==> src/rtl/alu_test_macros.svh <==
`ifndef ALU_TEST_MACROS_SVH
`define ALU_TEST_MACROS_SVH

`define DATA_W      16
`define REG_COUNT   16
`define REG_ADDR_W  4
`define FLAG_W      5

`define STEP_COUNT  19
`define STEP_IDX_W  5

// Signature written to SIG_REG at the end of a run
`define SIG_PASS    16'h2222
`define SIG_FAIL    16'hDEAD
`define SIG_REG     15

`endif

==> src/rtl/alu_test_pkg.sv <==
`include "alu_test_macros.svh"

package alu_test_pkg;

    typedef enum logic [7:0] {
        OP_WAIT  = 8'h00,
        OP_ADD   = 8'h01,
        OP_ADDU  = 8'h02,
        OP_CMP   = 8'h0B,
        OP_ADDI  = 8'h50,
        OP_RSHI  = 8'h80,
        OP_CMPI  = 8'hB0,
        OP_LSHI  = 8'hC0,
        OP_MOVI  = 8'hD0,
        OP_ARSHI = 8'hF0
    } alu_op_e;

    typedef enum logic [2:0] {
        S_IDLE,
        S_EXEC,
        S_CHECK,
        S_PASS,
        S_FAIL,
        S_DONE
    } seq_state_e;

    typedef enum logic [1:0] {
        IMM_TABLE,
        IMM_EXT_A,
        IMM_EXT_B
    } imm_src_e;

    typedef struct packed {
        logic l;
        logic c;
        logic f;
        logic z;
        logic n;
    } alu_flags_t;

    typedef struct packed {
        alu_op_e                 opcode;
        logic [`REG_ADDR_W-1:0]  dest_addr;   // A operand
        logic [`REG_ADDR_W-1:0]  src_addr;    // B operand
        logic                    imm_sel;
        imm_src_e                imm_src;
        logic [`DATA_W-1:0]      imm_val;
        logic [`REG_ADDR_W-1:0]  wr_addr;
        logic                    wr_en;
        alu_flags_t              flag_mask;   // Zero means unchecked
        alu_flags_t              flag_expect;
    } test_step_t;

endpackage

==> src/rtl/datapath_if.sv <==
`timescale 1ns/1ps
`include "alu_test_macros.svh"

interface datapath_if
    import alu_test_pkg::*;
();

    alu_op_e                 opcode;
    logic [`REG_ADDR_W-1:0]  a_addr;
    logic [`REG_ADDR_W-1:0]  b_addr;
    logic                    imm_sel;
    logic [`DATA_W-1:0]      imm_val;
    logic [`REG_ADDR_W-1:0]  wr_addr;
    logic                    wr_en;
    logic                    exec;      // One cycle per executed operation
    alu_flags_t              flags;

    modport seq (
        output opcode, a_addr, b_addr, imm_sel, imm_val, wr_addr, wr_en, exec,
        input  flags
    );

    modport dp (
        input  opcode, a_addr, b_addr, imm_sel, imm_val, wr_addr, wr_en, exec,
        output flags
    );

endinterface

==> src/rtl/alu.sv <==
`timescale 1ns/1ps
`include "alu_test_macros.svh"

module alu
    import alu_test_pkg::*;
(
    input  logic               Clk,
    input  logic               Rst,
    datapath_if.dp             dp,
    input  logic [`DATA_W-1:0] a_data,
    input  logic [`DATA_W-1:0] b_data,
    output logic [`DATA_W-1:0] result
);

    logic [`DATA_W-1:0] b_op;
    logic [`DATA_W:0]   sum;
    logic [`DATA_W:0]   diff;
    logic               add_ovf;
    alu_flags_t         flags_d;
    alu_flags_t         flags_q;

    assign b_op = dp.imm_sel ? dp.imm_val : b_data;
    assign sum  = {1'b0, a_data} + {1'b0, b_op};
    assign diff = {1'b0, a_data} - {1'b0, b_op};   // MSB is the borrow

    // Same-sign operands with a result of the other sign
    assign add_ovf = (a_data[`DATA_W-1] == b_op[`DATA_W-1]) &&
                     (sum[`DATA_W-1] != a_data[`DATA_W-1]);

    always_comb begin
        case (dp.opcode)
            OP_ADD, OP_ADDU, OP_ADDI: result = sum[`DATA_W-1:0];
            OP_CMP, OP_CMPI:          result = diff[`DATA_W-1:0];
            OP_MOVI:                  result = b_op;
            OP_LSHI:                  result = a_data << b_op;
            OP_RSHI:                  result = a_data >> b_op;
            OP_ARSHI:                 result = $signed(a_data) >>> b_op;
            default:                  result = '0;
        endcase
    end

    always_comb begin
        flags_d = flags_q;
        case (dp.opcode)
            OP_ADD, OP_ADDU, OP_ADDI: begin
                flags_d.l = 1'b0;
                flags_d.c = sum[`DATA_W];
                flags_d.f = add_ovf;
                flags_d.z = (sum[`DATA_W-1:0] == '0);
                flags_d.n = sum[`DATA_W-1];
            end
            OP_CMP, OP_CMPI: begin
                flags_d.l = diff[`DATA_W];               // Unsigned less
                flags_d.c = 1'b0;
                flags_d.f = 1'b0;
                flags_d.z = (a_data == b_op);
                flags_d.n = ($signed(a_data) < $signed(b_op));
            end
            default: flags_d = flags_q;
        endcase
    end

    always_ff @(posedge Clk or posedge Rst) begin
        if (Rst) begin
            flags_q <= '0;
        end else if (dp.exec) begin
            flags_q <= flags_d;
        end
    end

    assign dp.flags = flags_q;

endmodule

==> src/rtl/alu_self_test_top.sv <==
`timescale 1ns/1ps
`include "alu_test_macros.svh"

module alu_self_test_top
    import alu_test_pkg::*;
(
    input  logic                   Clk,
    input  logic                   Rst,
    input  logic                   start,
    input  logic [`DATA_W-1:0]     operand_a,
    input  logic [`DATA_W-1:0]     operand_b,
    input  logic [`REG_ADDR_W-1:0] dbg_addr,
    output logic [`DATA_W-1:0]     dbg_data,
    output logic                   done,
    output logic                   pass,
    output logic [`STEP_IDX_W-1:0] fail_step,
    output logic [`DATA_W-1:0]     signature
);

    test_step_t             step;
    logic [`STEP_IDX_W-1:0] step_idx;
    logic                   last_step;
    logic                   clear;
    logic                   advance;
    logic [`DATA_W-1:0]     a_data;
    logic [`DATA_W-1:0]     b_data;
    logic [`DATA_W-1:0]     result;

    datapath_if dp_bus ();

    test_step_table u_table (
        .step_idx (step_idx),
        .step     (step)
    );

    step_counter u_counter (
        .Clk       (Clk),
        .Rst       (Rst),
        .clear     (clear),
        .advance   (advance),
        .step_idx  (step_idx),
        .last_step (last_step)
    );

    test_sequencer u_seq (
        .Clk       (Clk),
        .Rst       (Rst),
        .start     (start),
        .operand_a (operand_a),
        .operand_b (operand_b),
        .step      (step),
        .step_idx  (step_idx),
        .last_step (last_step),
        .clear     (clear),
        .advance   (advance),
        .done      (done),
        .pass      (pass),
        .fail_step (fail_step),
        .dp        (dp_bus.seq)
    );

    reg_file u_regs (
        .Clk       (Clk),
        .Rst       (Rst),
        .dp        (dp_bus.dp),
        .result    (result),
        .dbg_addr  (dbg_addr),
        .dbg_data  (dbg_data),
        .signature (signature),
        .a_data    (a_data),
        .b_data    (b_data)
    );

    alu u_alu (
        .Clk    (Clk),
        .Rst    (Rst),
        .dp     (dp_bus.dp),
        .a_data (a_data),
        .b_data (b_data),
        .result (result)
    );

endmodule

==> src/rtl/reg_file.sv <==
`timescale 1ns/1ps
`include "alu_test_macros.svh"

module reg_file (
    input  logic                   Clk,
    input  logic                   Rst,
    datapath_if.dp                 dp,
    input  logic [`DATA_W-1:0]     result,
    input  logic [`REG_ADDR_W-1:0] dbg_addr,
    output logic [`DATA_W-1:0]     dbg_data,
    output logic [`DATA_W-1:0]     signature,
    output logic [`DATA_W-1:0]     a_data,
    output logic [`DATA_W-1:0]     b_data
);

    logic [`DATA_W-1:0] regs [`REG_COUNT];

    always_ff @(posedge Clk or posedge Rst) begin
        if (Rst) begin
            for (int i = 0; i < `REG_COUNT; i++) begin
                regs[i] <= '0;
            end
        end else if (dp.exec && dp.wr_en) begin
            regs[dp.wr_addr] <= result;
        end
    end

    assign a_data    = regs[dp.a_addr];
    assign b_data    = regs[dp.b_addr];
    assign dbg_data  = regs[dbg_addr];
    assign signature = regs[`SIG_REG];     // Pass/fail word

endmodule

==> src/rtl/step_counter.sv <==
`timescale 1ns/1ps
`include "alu_test_macros.svh"

module step_counter (
    input  logic                   Clk,
    input  logic                   Rst,
    input  logic                   clear,
    input  logic                   advance,
    output logic [`STEP_IDX_W-1:0] step_idx,
    output logic                   last_step
);

    always_ff @(posedge Clk or posedge Rst) begin
        if (Rst) begin
            step_idx <= '0;
        end else if (clear) begin
            step_idx <= '0;                   // Clear wins over advance
        end else if (advance) begin
            step_idx <= step_idx + 1'b1;
        end
    end

    assign last_step = (step_idx == `STEP_IDX_W'(`STEP_COUNT - 1));

endmodule

==> src/rtl/test_sequencer.sv <==
`timescale 1ns/1ps
`include "alu_test_macros.svh"

module test_sequencer
    import alu_test_pkg::*;
(
    input  logic                   Clk,
    input  logic                   Rst,
    input  logic                   start,
    input  logic [`DATA_W-1:0]     operand_a,
    input  logic [`DATA_W-1:0]     operand_b,
    input  test_step_t             step,
    input  logic [`STEP_IDX_W-1:0] step_idx,
    input  logic                   last_step,
    output logic                   clear,
    output logic                   advance,
    output logic                   done,
    output logic                   pass,
    output logic [`STEP_IDX_W-1:0] fail_step,
    datapath_if.seq                dp
);

    seq_state_e         state;
    seq_state_e         state_nxt;
    logic               start_ok;
    logic               mismatch;
    logic [`DATA_W-1:0] step_imm;

    assign start_ok = start && (state == S_IDLE || state == S_DONE);
    assign mismatch = |((dp.flags ^ step.flag_expect) & step.flag_mask);
    assign clear    = start_ok;
    assign advance  = (state == S_CHECK) && !mismatch && !last_step;

    always_comb begin
        state_nxt = state;
        case (state)
            S_IDLE, S_DONE: if (start_ok) state_nxt = S_EXEC;
            S_EXEC:         state_nxt = S_CHECK;
            S_CHECK: begin
                if (mismatch)
                    state_nxt = S_FAIL;
                else if (last_step)
                    state_nxt = S_PASS;
                else
                    state_nxt = S_EXEC;
            end
            S_PASS, S_FAIL: state_nxt = S_DONE;
            default:        state_nxt = S_IDLE;
        endcase
    end

    always_comb begin
        case (step.imm_src)
            IMM_EXT_A: step_imm = operand_a;
            IMM_EXT_B: step_imm = operand_b;
            default:   step_imm = step.imm_val;
        endcase
    end

    always_comb begin
        dp.opcode  = step.opcode;
        dp.a_addr  = step.dest_addr;
        dp.b_addr  = step.src_addr;
        dp.imm_sel = step.imm_sel;
        dp.imm_val = step_imm;
        dp.wr_addr = step.wr_addr;
        dp.wr_en   = step.wr_en;
        if (state == S_PASS || state == S_FAIL) begin
            dp.opcode  = OP_MOVI;               // Signature goes through the normal write path
            dp.imm_sel = 1'b1;
            dp.imm_val = (state == S_PASS) ? `SIG_PASS : `SIG_FAIL;
            dp.wr_addr = `REG_ADDR_W'(`SIG_REG);
            dp.wr_en   = 1'b1;
        end
        dp.exec = (state == S_EXEC) || (state == S_PASS) || (state == S_FAIL);
    end

    always_ff @(posedge Clk or posedge Rst) begin
        if (Rst) begin
            state     <= S_IDLE;
            done      <= 1'b0;
            pass      <= 1'b0;
            fail_step <= '0;
        end else begin
            state <= state_nxt;
            if (start_ok) begin
                done      <= 1'b0;
                pass      <= 1'b0;
                fail_step <= '0;
            end else if (state == S_CHECK && mismatch) begin
                fail_step <= step_idx;
            end else if (state == S_PASS || state == S_FAIL) begin
                done <= 1'b1;
                pass <= (state == S_PASS);
            end
        end
    end

endmodule

==> src/rtl/test_step_table.sv <==
`timescale 1ns/1ps
`include "alu_test_macros.svh"

module test_step_table
    import alu_test_pkg::*;
(
    input  logic [`STEP_IDX_W-1:0] step_idx,
    output test_step_t             step
);

    localparam alu_flags_t NONE  = 5'b00000;
    localparam alu_flags_t ZF    = 5'b00010;
    localparam alu_flags_t M_CZN = 5'b01011;
    localparam alu_flags_t E_CZN = 5'b01010;  // c=1 z=1 n=0
    localparam alu_flags_t M_FZN = 5'b00111;
    localparam alu_flags_t E_FZN = 5'b00101;  // f=1 z=0 n=1
    localparam alu_flags_t M_LZN = 5'b10011;
    localparam alu_flags_t E_LZN = 5'b00001;  // Signed less only

    function automatic test_step_t st(alu_op_e op, logic [`REG_ADDR_W-1:0] a,
                                      logic [`REG_ADDR_W-1:0] b, imm_src_e src,
                                      logic [`DATA_W-1:0] imm, logic [`REG_ADDR_W-1:0] wr,
                                      logic we, alu_flags_t msk, alu_flags_t exp_flags);
        test_step_t s;
        s.opcode      = op;
        s.dest_addr   = a;
        s.src_addr    = b;
        s.imm_sel     = op inside {OP_ADDI, OP_MOVI, OP_CMPI, OP_LSHI, OP_RSHI, OP_ARSHI};
        s.imm_src     = src;
        s.imm_val     = imm;
        s.wr_addr     = wr;
        s.wr_en       = we;
        s.flag_mask   = msk;
        s.flag_expect = exp_flags;
        return s;
    endfunction

    always_comb begin
        case (step_idx)
            5'd0:  step = st(OP_MOVI,  4'd0,  4'd0, IMM_EXT_A, 16'h0000, 4'd0,  1'b1, NONE, NONE);
            5'd1:  step = st(OP_MOVI,  4'd0,  4'd0, IMM_EXT_B, 16'h0000, 4'd1,  1'b1, NONE, NONE);
            5'd2:  step = st(OP_ADDI,  4'd0,  4'd0, IMM_TABLE, 16'h0003, 4'd2,  1'b1, NONE, NONE);
            5'd3:  step = st(OP_CMPI,  4'd2,  4'd0, IMM_TABLE, 16'h0004, 4'd0,  1'b0, ZF, ZF);
            5'd4:  step = st(OP_ADD,   4'd0,  4'd1, IMM_TABLE, 16'h0000, 4'd3,  1'b1, NONE, NONE);
            5'd5:  step = st(OP_CMPI,  4'd3,  4'd0, IMM_TABLE, 16'h0003, 4'd0,  1'b0, ZF, ZF);
            5'd6:  step = st(OP_MOVI,  4'd0,  4'd0, IMM_TABLE, 16'hFFFF, 4'd6,  1'b1, NONE, NONE);
            5'd7:  step = st(OP_ADDU,  4'd6,  4'd0, IMM_TABLE, 16'h0000, 4'd4,  1'b1, M_CZN, E_CZN);
            5'd8:  step = st(OP_LSHI,  4'd1,  4'd0, IMM_TABLE, 16'h0003, 4'd5,  1'b1, NONE, NONE);
            5'd9:  step = st(OP_CMPI,  4'd5,  4'd0, IMM_TABLE, 16'h0010, 4'd0,  1'b0, ZF, ZF);
            5'd10: step = st(OP_MOVI,  4'd0,  4'd0, IMM_TABLE, 16'h8000, 4'd14, 1'b1, NONE, NONE);
            5'd11: step = st(OP_RSHI,  4'd14, 4'd0, IMM_TABLE, 16'h0001, 4'd7,  1'b1, NONE, NONE);
            5'd12: step = st(OP_CMPI,  4'd7,  4'd0, IMM_TABLE, 16'h4000, 4'd0,  1'b0, ZF, ZF);
            5'd13: step = st(OP_ARSHI, 4'd14, 4'd0, IMM_TABLE, 16'h0001, 4'd8,  1'b1, NONE, NONE);
            5'd14: step = st(OP_CMPI,  4'd8,  4'd0, IMM_TABLE, 16'hC000, 4'd0,  1'b0, ZF, ZF);
            5'd15: step = st(OP_MOVI,  4'd0,  4'd0, IMM_TABLE, 16'h7FFF, 4'd9,  1'b1, NONE, NONE);
            5'd16: step = st(OP_ADD,   4'd9,  4'd0, IMM_TABLE, 16'h0000, 4'd10, 1'b1, M_FZN, E_FZN);
            5'd17: step = st(OP_MOVI,  4'd0,  4'd0, IMM_TABLE, 16'hFFFF, 4'd11, 1'b1, NONE, NONE);
            5'd18: step = st(OP_CMP,   4'd11, 4'd0, IMM_TABLE, 16'h0000, 4'd0,  1'b0, M_LZN, E_LZN);
            default: step = st(OP_WAIT, 4'd0, 4'd0, IMM_TABLE, 16'h0000, 4'd0, 1'b0, NONE, NONE);
        endcase
    end

endmodule

==> config.mk <==
export PLATFORM = sky130hd
export DESIGN_NAME = alu_self_test_top
export DESIGN_NICKNAME = d
export VERILOG_FILES = /design/src/rtl/alu_test_pkg.sv /design/src/rtl/datapath_if.sv /design/src/rtl/alu.sv /design/src/rtl/alu_self_test_top.sv /design/src/rtl/reg_file.sv /design/src/rtl/step_counter.sv /design/src/rtl/test_sequencer.sv /design/src/rtl/test_step_table.sv
export VERILOG_INCLUDE_DIRS = /design/src /design/src/rtl
export SDC_FILE = /design/constraint.sdc
export NUM_CORES = 1
export LEC_CHECK = 0
export ABC_AREA = 1
export BUFFER_PORTS_ARGS = -buffer_cell sky130_fd_sc_hd__buf_2
export CORE_MARGIN = 2
export CORE_UTILIZATION = 25
export DETAILED_ROUTE_END_ITERATION = 8
export PLACE_DENSITY = 0.42
export SETUP_SLACK_MARGIN = 0.5
export SYNTH_ARGS = -nofsm -noshare
export SYNTH_HDL_FRONTEND = slang
export SYNTH_SLANG_ARGS = --single-unit
==> constraint.sdc <==
create_clock -name Clk -period 17.8 [get_ports Clk]
set_input_delay 3.56 -clock Clk [delete_from_list [all_inputs] [get_ports Clk]]
set_output_delay 3.56 -clock Clk [all_outputs]
set_load 0.02 [all_outputs]
==> flow_summary.ini, run 1 <==
[timing]
finalSetupViolCount = 0
grt_setup_unrepaired = no
hold_viol = 0
worst_pin_slew_ns = 1.05
fmax_mhz = 100
max-slew-margin-rel = 0.300
clock_skew_ns = 0.0345
finalCriticalPeriod_ns = 9.98
tns_ns = 0
drv_slew = 0
period_share = 0.561

[setup_path]
cp_slowest_stage_delay_ns = 0.74
cp_max_fo = 78
critical_path.most_common_cell = o21ai_0
worstSetupPathType = primary input to output pin
required_ns = 14.24
slowest_stage = buf_4
cp.arrival_ns = 6.42
path_delay_family = buffers and inverters
startpoint_type = primary input
worstRegToRegCells = 29
worst-path-stages = 8
cp.buffers_inverters = 4
crit_path_end_kind = output pin
crit_chain = buf_4, inv_4, buf_4, o21ai_0, o21ai_0, o22ai_1, o21ai_0, buf_2

[drt]
dr.pass1.iters = 6
wl_per_cell_um = 22.4
vias = 22693
drt_iter0_drc = 2218
postRouteAntennaNets = 0
drc = 0
drt-total-wl_um = 98800
routed_via_density = 5.13

[yosys]
synthFlopType = dfrtp_1
synth_most_common_cell = nand2_1
synth_cell_types = 64
synth.net_count = 3401
synth_cells = 3318
synth_top_area_frac = 0.322
yosys_register_bits = 276
synthArstFlopShare = 1.00
seq_area_frac_synth = 0.322
synth.top_cells.by_count = nand2_1, nand3_1, dfrtp_1, nor2_1, o21ai_0
synth_top_area_cell = dfrtp_1
ys_warn_count = 0
avgSynthCellArea_sq_um = 6.46
synth-edff-count = 0
yosys-top-cells-area = dfrtp_1, nand2_1, nand3_1
syn_area_sq_um = 21400

[clock_tree]
cts_buffers = 36
post_cts_buffers = 0
clkSinkCount = 276
cts_tree = built
clock_latency_ns = 0.59
cts_buffer_depth = 3
htree_num_levels = 2
ctsHoldBuffers = 0
clkTransAtPathRegs_ns = 0.06
root_buffer = clkbuf_16
post_cts_resized = 0

[final_layout]
ff_latch_area_sq_um = 6910
nFillCells = 9631
fin_util = 0.277
area_growth_pct = 9.98
finish.net_count = 3332
multi_input_area_sq_um = 12600
design_area_sq_um = 23600
drive_gt1_frac = 0.0956
fin_cells = 4420

[floorplan]
core_area_sq_um = 85100
pin_count = 78
start_util = 0.252
row_count = 107
die_h_um = 297
die_w_um = 297
die_area_sq_um = 88100

[global_routing]
grt_pass1_vias = 21436
grt_pass1_wl_um = 147000
grtUsageTotal = 0.218
grt-ovfl-total = 0
antenna_found_initial = 2
grt_max_degree = 103

[place]
placed_cells_incl_taps = 4355
dp_hpwl_um = 65200
portBuffers = 77
place_congestion = 0.915
placed_area_sq_um = 22400

[job]
cap_violations = 0

[min_path]
whs_path_depth = 2
hp-class = register to register

[outcome]
status = finished clean
layer usage:
metal  wire (um)  vias to the layer above  global-route usage  part of all wire
met5           0                        -                   0                 0
met3        7500                      109              0.0340             0.076
met2       42400                      875               0.326              0.43
met4        2800                        0              0.0623             0.028
li1            -                    10731                   -                 -
met1       46100                    10978               0.322              0.47
sequential cells by signal, summed over array words and instances (netlist names):
register	count
u_alu.dp.flags	5
u_regs.signature	16
u_seq.pass	1
u_counter.step_idx	5
u_seq.fail_step	5
u_seq.state	3
u_regs.regs	240
u_seq.done	1
cell families after synthesis:
family,Yosys count,share of synthesized area
multiplexers,1,0.000467
flip-flops,276,0.322
AO/OA/AOI/OAI,428,0.119
adder cells (fa/ha/maj),44,0.0264
AND/OR/NAND/NOR,2115,0.430
buffers and inverters,435,0.0944
XOR/XNOR,19,0.00776
through the flow:
| stage | setup WS, ns | hold slack, ns |
|---|---|---|
| after floorplan | 6.63 | 0.449 |
| after global placement | 7.92 | 0.467 |
| after detailed placement | 7.93 | 0.466 |
| after CTS | 7.94 | 0.481 |
| after global routing | 7.61 | 0.498 |
| final | 7.82 | 0.475 |
layout by cell type, fill, tap and decap left out, types with 14 or more instances in the layout:
master and instances:
nand2_1 1284, nand3_1 468, dfrtp_1 276, nor2_1 200
o21ai_0 195, inv_1 180, a21oi_1 77, buf_2 76
buf_4 46, o211ai_1 43, ha_1 42, o221ai_1 41
nand2_2 39, clkbuf_16 36, nand4_1 25, nand3_2 22
o22ai_1 21, inv_2 20, nor3_1 18, xor2_1 17
o21ai_1 14
worst paths after layout:
path / slack, ns / to / start
worst max-delay path: 7.82 / dbg_data[14] / dbg_addr[0]
worst min-delay path: 0.48 / u_regs.regs[207]$_DFFE_PP0P_ / u_regs.regs[207]$_DFFE_PP0P_
worst max register to register: 10.17 / u_regs.regs[138]$_DFFE_PP0P_ / u_counter.step_idx[1]$_DFFE_PP0P_
worst min register to register: 0.48 / u_regs.regs[207]$_DFFE_PP0P_ / u_regs.regs[207]$_DFFE_PP0P_
max in group asynchronous: 13.21 / u_alu.dp.flags[3]$_DFFE_PP0P_ / Rst
min in group asynchronous: 3.04 / u_regs.regs[167]$_DFFE_PP0P_ / Rst
final cells by class:
class / count / area share
multi-input combinational: 2607 / 0.532
sequential: 276 / 0.293
tap: 1144 / 0.0607
clock buffer: 50 / 0.0430
inverter: 206 / 0.0333
timing repair buffer: 122 / 0.0308
clock inverter: 14 / 0.00690
antenna: 1 / 0.000106
worst reg2reg max path, delay by kind of cell, from the launching register on:
kind | cells | cell delay (ns)
xor gates and xnor gates | 1 | 0.23
AOI/OAI and AO/OA | 4 | 0.90
and+or+nand+nor | 17 | 3.15
adders and majority gates | 3 | 1.32
DFF | 1 | 0.48
buffers and inverters | 4 | 1.44
Power of run 1 is not shown: default switching activity piles up to over one toggle a cycle in this logic, so the estimate is an artifact.
==> run 2, diff against run 1 <==
- clock period: 17.8 -> 9.9 ns (I/O delays scaled with it)
==> run 2 against run 1 <==
Count of clock-buffer cells in the layout is 3 lower. Non-clock buffer count up 1. Sequential cell count is the same. First-iteration DRC count is 13% higher. Wire length increased by 2.4%. Die area stayed put. Clock skew is essentially flat. Global-route usage rose by 0.46 points. Sequential share of layout area decreased by 0.15 points. Worst hold slack gained 0.0086 ns. Core utilization is 0.14 points higher. Via count grew 1.7%.
==> flow_summary.ini, run 2 (synthesis gave the netlist of run 1 again) <==
[outcome]
status = finished clean

[global_routing]
antenna_found_initial = 1
grt-ovfl-total = 0
grt_max_degree = 140
grtUsageTotal = 0.223
grt_pass1_vias = 21703
grt_pass1_wl_um = 149000

[clock_tree]
clock_latency_ns = 0.59
cts_buffers = 37
htree_num_levels = 2
clkSinkCount = 276
root_buffer = clkbuf_16
cts_tree = built
clkTransAtPathRegs_ns = 0.06
ctsHoldBuffers = 0
cts_buffer_depth = 3
post_cts_resized = 0
post_cts_buffers = 0

[setup_path]
crit_path_end_kind = register
required_ns = 10.35
cp.arrival_ns = 7.43
cp_max_fo = 107
worstSetupPathType = register to register
startpoint_type = register

[timing]
drv_slew = 0
finalSetupViolCount = 0
finalCriticalPeriod_ns = 6.98
tns_ns = 0
hold_viol = 0
period_share = 0.705
worst_pin_slew_ns = 1.10
grt_setup_unrepaired = no
clock_skew_ns = 0.0347
max-slew-margin-rel = 0.268
fmax_mhz = 143

[final_layout]
largest_reg_flops = 240
regMostFlops = u_regs.regs
finish.net_count = 3334
most-common-layout-cells = nand2_1, nand3_1, dfrtp_1, nor2_1, o21ai_0
area_growth_pct = 10.5
diodes = 0
fin_cells = 4423
drive_gt1_frac = 0.0979
layout_commonest_cell = nand2_1
design_area_sq_um = 23700

[place]
placed_cells_incl_taps = 4356
placed_area_sq_um = 22400
place_congestion = 0.945
portBuffers = 77
dp_hpwl_um = 66700

[floorplan]
start_util = 0.252
die_area_sq_um = 88100
die_h_um = 297
pin_count = 78
row_count = 107
core_area_sq_um = 85100
die_w_um = 297

[drt]
routed_via_density = 5.22
dr.pass1.iters = 6
drt_iter0_drc = 2514
postRouteAntennaNets = 0
drt-total-wl_um = 101000
vias = 23075
drc = 0
wl_per_cell_um = 22.9

[job]
cap_violations = 0

[min_path]
hp-class = register to register
[run 2: cell count changes in the layout (fill, tap and decap cells not counted), sizes merged]
cell / before / now
diode: 1 / 0
clkbuf: 50 / 47
clkinv: 15 / 17
buf: 122 / 123
bufinv: 1 / 4
clkinvlp: 1 / 2
[run 2: final timing paths]
path | from | end | slack (ns) | cells after the start
max | u_counter.step_idx[2]$_DFFE_PP0P_ | u_regs.regs[170]$_DFFE_PP0P_ | 2.92 | 26
min | u_regs.regs[174]$_DFFE_PP0P_ | u_regs.regs[174]$_DFFE_PP0P_ | 0.48 | 2
max reg2reg | u_counter.step_idx[2]$_DFFE_PP0P_ | u_regs.regs[170]$_DFFE_PP0P_ | 2.92 | 26
min reg2reg | u_regs.regs[174]$_DFFE_PP0P_ | u_regs.regs[174]$_DFFE_PP0P_ | 0.48 | 2
max in group asynchronous | Rst | u_regs.regs[61]$_DFFE_PP0P_ | 6.48 | 4
min in group asynchronous | Rst | u_regs.regs[199]$_DFFE_PP0P_ | 1.42 | 2
[run 2: per-layer routing]
| layer | up-vias | track usage | part of all wire |
|---|---|---|---|
| met2 | 1009 | 0.329 | 0.42 |
| li1 | 10734 | - | - |
| met1 | 11171 | 0.319 | 0.46 |
| met5 | - | 0 | 0 |
| met4 | 0 | 0.0788 | 0.037 |
| met3 | 161 | 0.0473 | 0.083 |
[run 2: through the flow]
step	worst slack (ns)	hold WS [ns]	utilization
2_1_floorplan	4.27	0.449	-
3_3_place_gp	3.07	0.465	0.263
3_5_place_dp	3.13	0.465	0.263
4_1_cts	3.14	0.482	0.278
5_1_grt	2.43	0.505	0.278
6_report	2.92	0.484	0.278
[run 2: worst max-delay path: stages, from the launching register on]
cell and delay (ns):
dfrtp_1 0.98, nand2_1 0.17, a21oi_1 0.28, nand2_4 0.18
nand2_8 0.59, inv_2 0.37, nand2_1 0.14, nand3_1 0.15
nand3_1 0.13, nand3_1 0.15, nand2_1 0.30, inv_1 0.14
ha_1 0.30, fa_1 0.48, a31oi_1 0.42, o21ai_0 0.22
nand2_1 0.10, nand2_1 0.05, a21oi_1 0.16, xor2_1 0.22
nor2_1 0.06, nor3_1 0.43, o21ai_1 0.17, nor2_2 0.15
nand2_4 0.22, nand2_1 0.12, nand2_1 0.06
[run 2: layout make-up]
class / instances / area [sq um]
inverters: 206 / 782
clock buffers: 47 / 1020
flip-flops and latches: 276 / 6910
repair buffers: 123 / 746
fillers: 9639 / 61400
multi-input cells: 2607 / 12600
clock inverters: 20 / 258
well taps: 1144 / 1430
Power of run 2 is left out for the same reason.
==> run 3, diff against run 2 <==
- clock period: 9.9 -> 6.9 ns (I/O delays scaled with it)
==> run 3 against run 2 <==
Via count down 0.13%. Global-route usage up 0.072 points. Core utilization up 0.37 points. Non-clock buffer count grew 26. Worst hold slack better by 0.0018 ns. Register-to-register slack worse by 2.1 ns. Final area rose by 1.3%. Critical endpoint is now u_regs.regs[202]$_DFFE_PP0P_. Critical path depth increased by 2. Critical path type unchanged. Setup slack lost 2.1 ns.
==> flow_summary.ini, run 3 (synthesis gave the netlist of run 1 again) <==
[outcome]
status = finished clean

[global_routing]
grt_pass1_wl_um = 150000
grt_max_degree = 156
antenna_found_initial = 2
grt_pass1_vias = 21741
grtUsageTotal = 0.224
grt-ovfl-total = 0

[setup_path]
cp_max_fo = 16
worstSetupPathType = register to register
path_delay_family = simple AND/OR/NAND/NOR gates
cp_slowest_stage_delay_ns = 0.50
crit_end = u_regs.regs[202]$_DFFE_PP0P_
critical_path.most_common_cell = nand2_1
crit_start = u_counter.step_idx[1]$_DFFE_PP0P_
slowest_stage = fa_1
cp.arrival_ns = 6.54
startpoint_type = register
r2r_slack_ns = 0.82
rr_endpoint = u_regs.regs[202]$_DFFE_PP0P_
timing.rr.start = u_counter.step_idx[1]$_DFFE_PP0P_
cp.buffers_inverters = 3
required_ns = 7.36
worst-path-stages = 28
worstRegToRegCells = 28
crit_path_end_kind = register

[final_layout]
finish.net_count = 3361
area_growth_pct = 12.0
diodes = 0
layout_commonest_cell = nand2_1
ff_latch_area_sq_um = 6910
most-common-layout-cells = nand2_1, nand3_1, dfrtp_1, nor2_1, o21ai_0
regMostFlops = u_regs.regs
multi_input_area_sq_um = 12600
largest_reg_flops = 240
drive_gt1_frac = 0.108
nFillCells = 9679

[place]
dp_hpwl_um = 68000
portBuffers = 77
dp_slack_ns = 0.644
place_congestion = 0.908

[timing]
max-slew-margin-rel = 0.201
finalSetupViolCount = 0
finalCriticalPeriod_ns = 6.08
drv_slew = 0
grt_setup_unrepaired = no
tns_ns = 0
hold_viol = 0
clock_skew_ns = 0.0353
worst_pin_slew_ns = 1.20
worst_slack_ns = 0.820
period_share = 0.881
fmax_mhz = 164

[clock_tree]
clkTransAtPathRegs_ns = 0.06
clkSinkCount = 276
root_buffer = clkbuf_16
cts_buffer_depth = 3
cts_buffers = 36
ctsHoldBuffers = 0
htree_num_levels = 2
cts_tree = built
post_cts_buffers = 0
clock_latency_ns = 0.59
post_cts_resized = 0

[drt]
drc = 0
vias = 23044
drt-total-wl_um = 103000
postRouteAntennaNets = 0
drt_iter0_drc = 2635
wl_per_cell_um = 23.1
dr.pass1.iters = 5
routed_via_density = 5.18

[min_path]
whs_path_depth = 2
hp-class = register to register

[floorplan]
die_w_um = 297
start_util = 0.252
core_area_sq_um = 85100
die_h_um = 297
pin_count = 78
row_count = 107
die_area_sq_um = 88100

[job]
cap_violations = 0
## run 3: changes by cell type in the layout (fill, tap and decap cells not counted), moves of 3 or more
cell      change
buf_12        +6
clkbuf_8      +3
clkbuf_1      -3
nand2_4       +3
buf_4        +20
## run 3: layer usage
layer  vias to the layer above  track usage  part of all wire
li1                      10771            -                 -
met5                         -            0                 0
met3                       145       0.0285             0.072
met4                         0       0.0748             0.034
met2                      1000        0.342              0.43
met1                     11128        0.324              0.47
## run 3: worst min-delay path: stages, from the launching register on
cell and delay, ns:
dfrtp_1 0.34, nand2_1 0.06, nand2_1 0.05
## run 3: cell type report
cell class / count / share of cell area
inverter: 206 / 0.0327
clock buffer: 47 / 0.0439
clock inverter: 17 / 0.00834
sequential: 276 / 0.288
tap: 1144 / 0.0596
timing repair buffer: 149 / 0.0423
multi-input combinational: 2609 / 0.526
## run 3: worst min path at each step
stage | from | to | slack [ns]
after floorplan | u_regs.regs[174]$_DFFE_PP0P_ | u_regs.regs[174]$_DFFE_PP0P_ | 0.45
after global placement | u_regs.regs[78]$_DFFE_PP0P_ | u_regs.regs[78]$_DFFE_PP0P_ | 0.46
after detailed placement | u_regs.regs[207]$_DFFE_PP0P_ | u_regs.regs[207]$_DFFE_PP0P_ | 0.47
after CTS | u_regs.regs[77]$_DFFE_PP0P_ | u_regs.regs[77]$_DFFE_PP0P_ | 0.48
after global routing | u_regs.regs[206]$_DFFE_PP0P_ | u_regs.regs[206]$_DFFE_PP0P_ | 0.51
final | u_regs.regs[78]$_DFFE_PP0P_ | u_regs.regs[78]$_DFFE_PP0P_ | 0.49
## run 3: stage by stage
stage | util | area [sq um] | std cells | hold slack [ns]
floorplan | - | 21400 | 3318 | 0.449
global placement | 0.266 | 22700 | 4382 | 0.464
detailed placement | 0.266 | 22700 | 4382 | 0.466
CTS | 0.281 | 23900 | 4446 | 0.482
global route | 0.282 | 24000 | 4448 | 0.512
finish | 0.282 | 24000 | 4448 | 0.486
Power of run 3 is left out for the same reason.
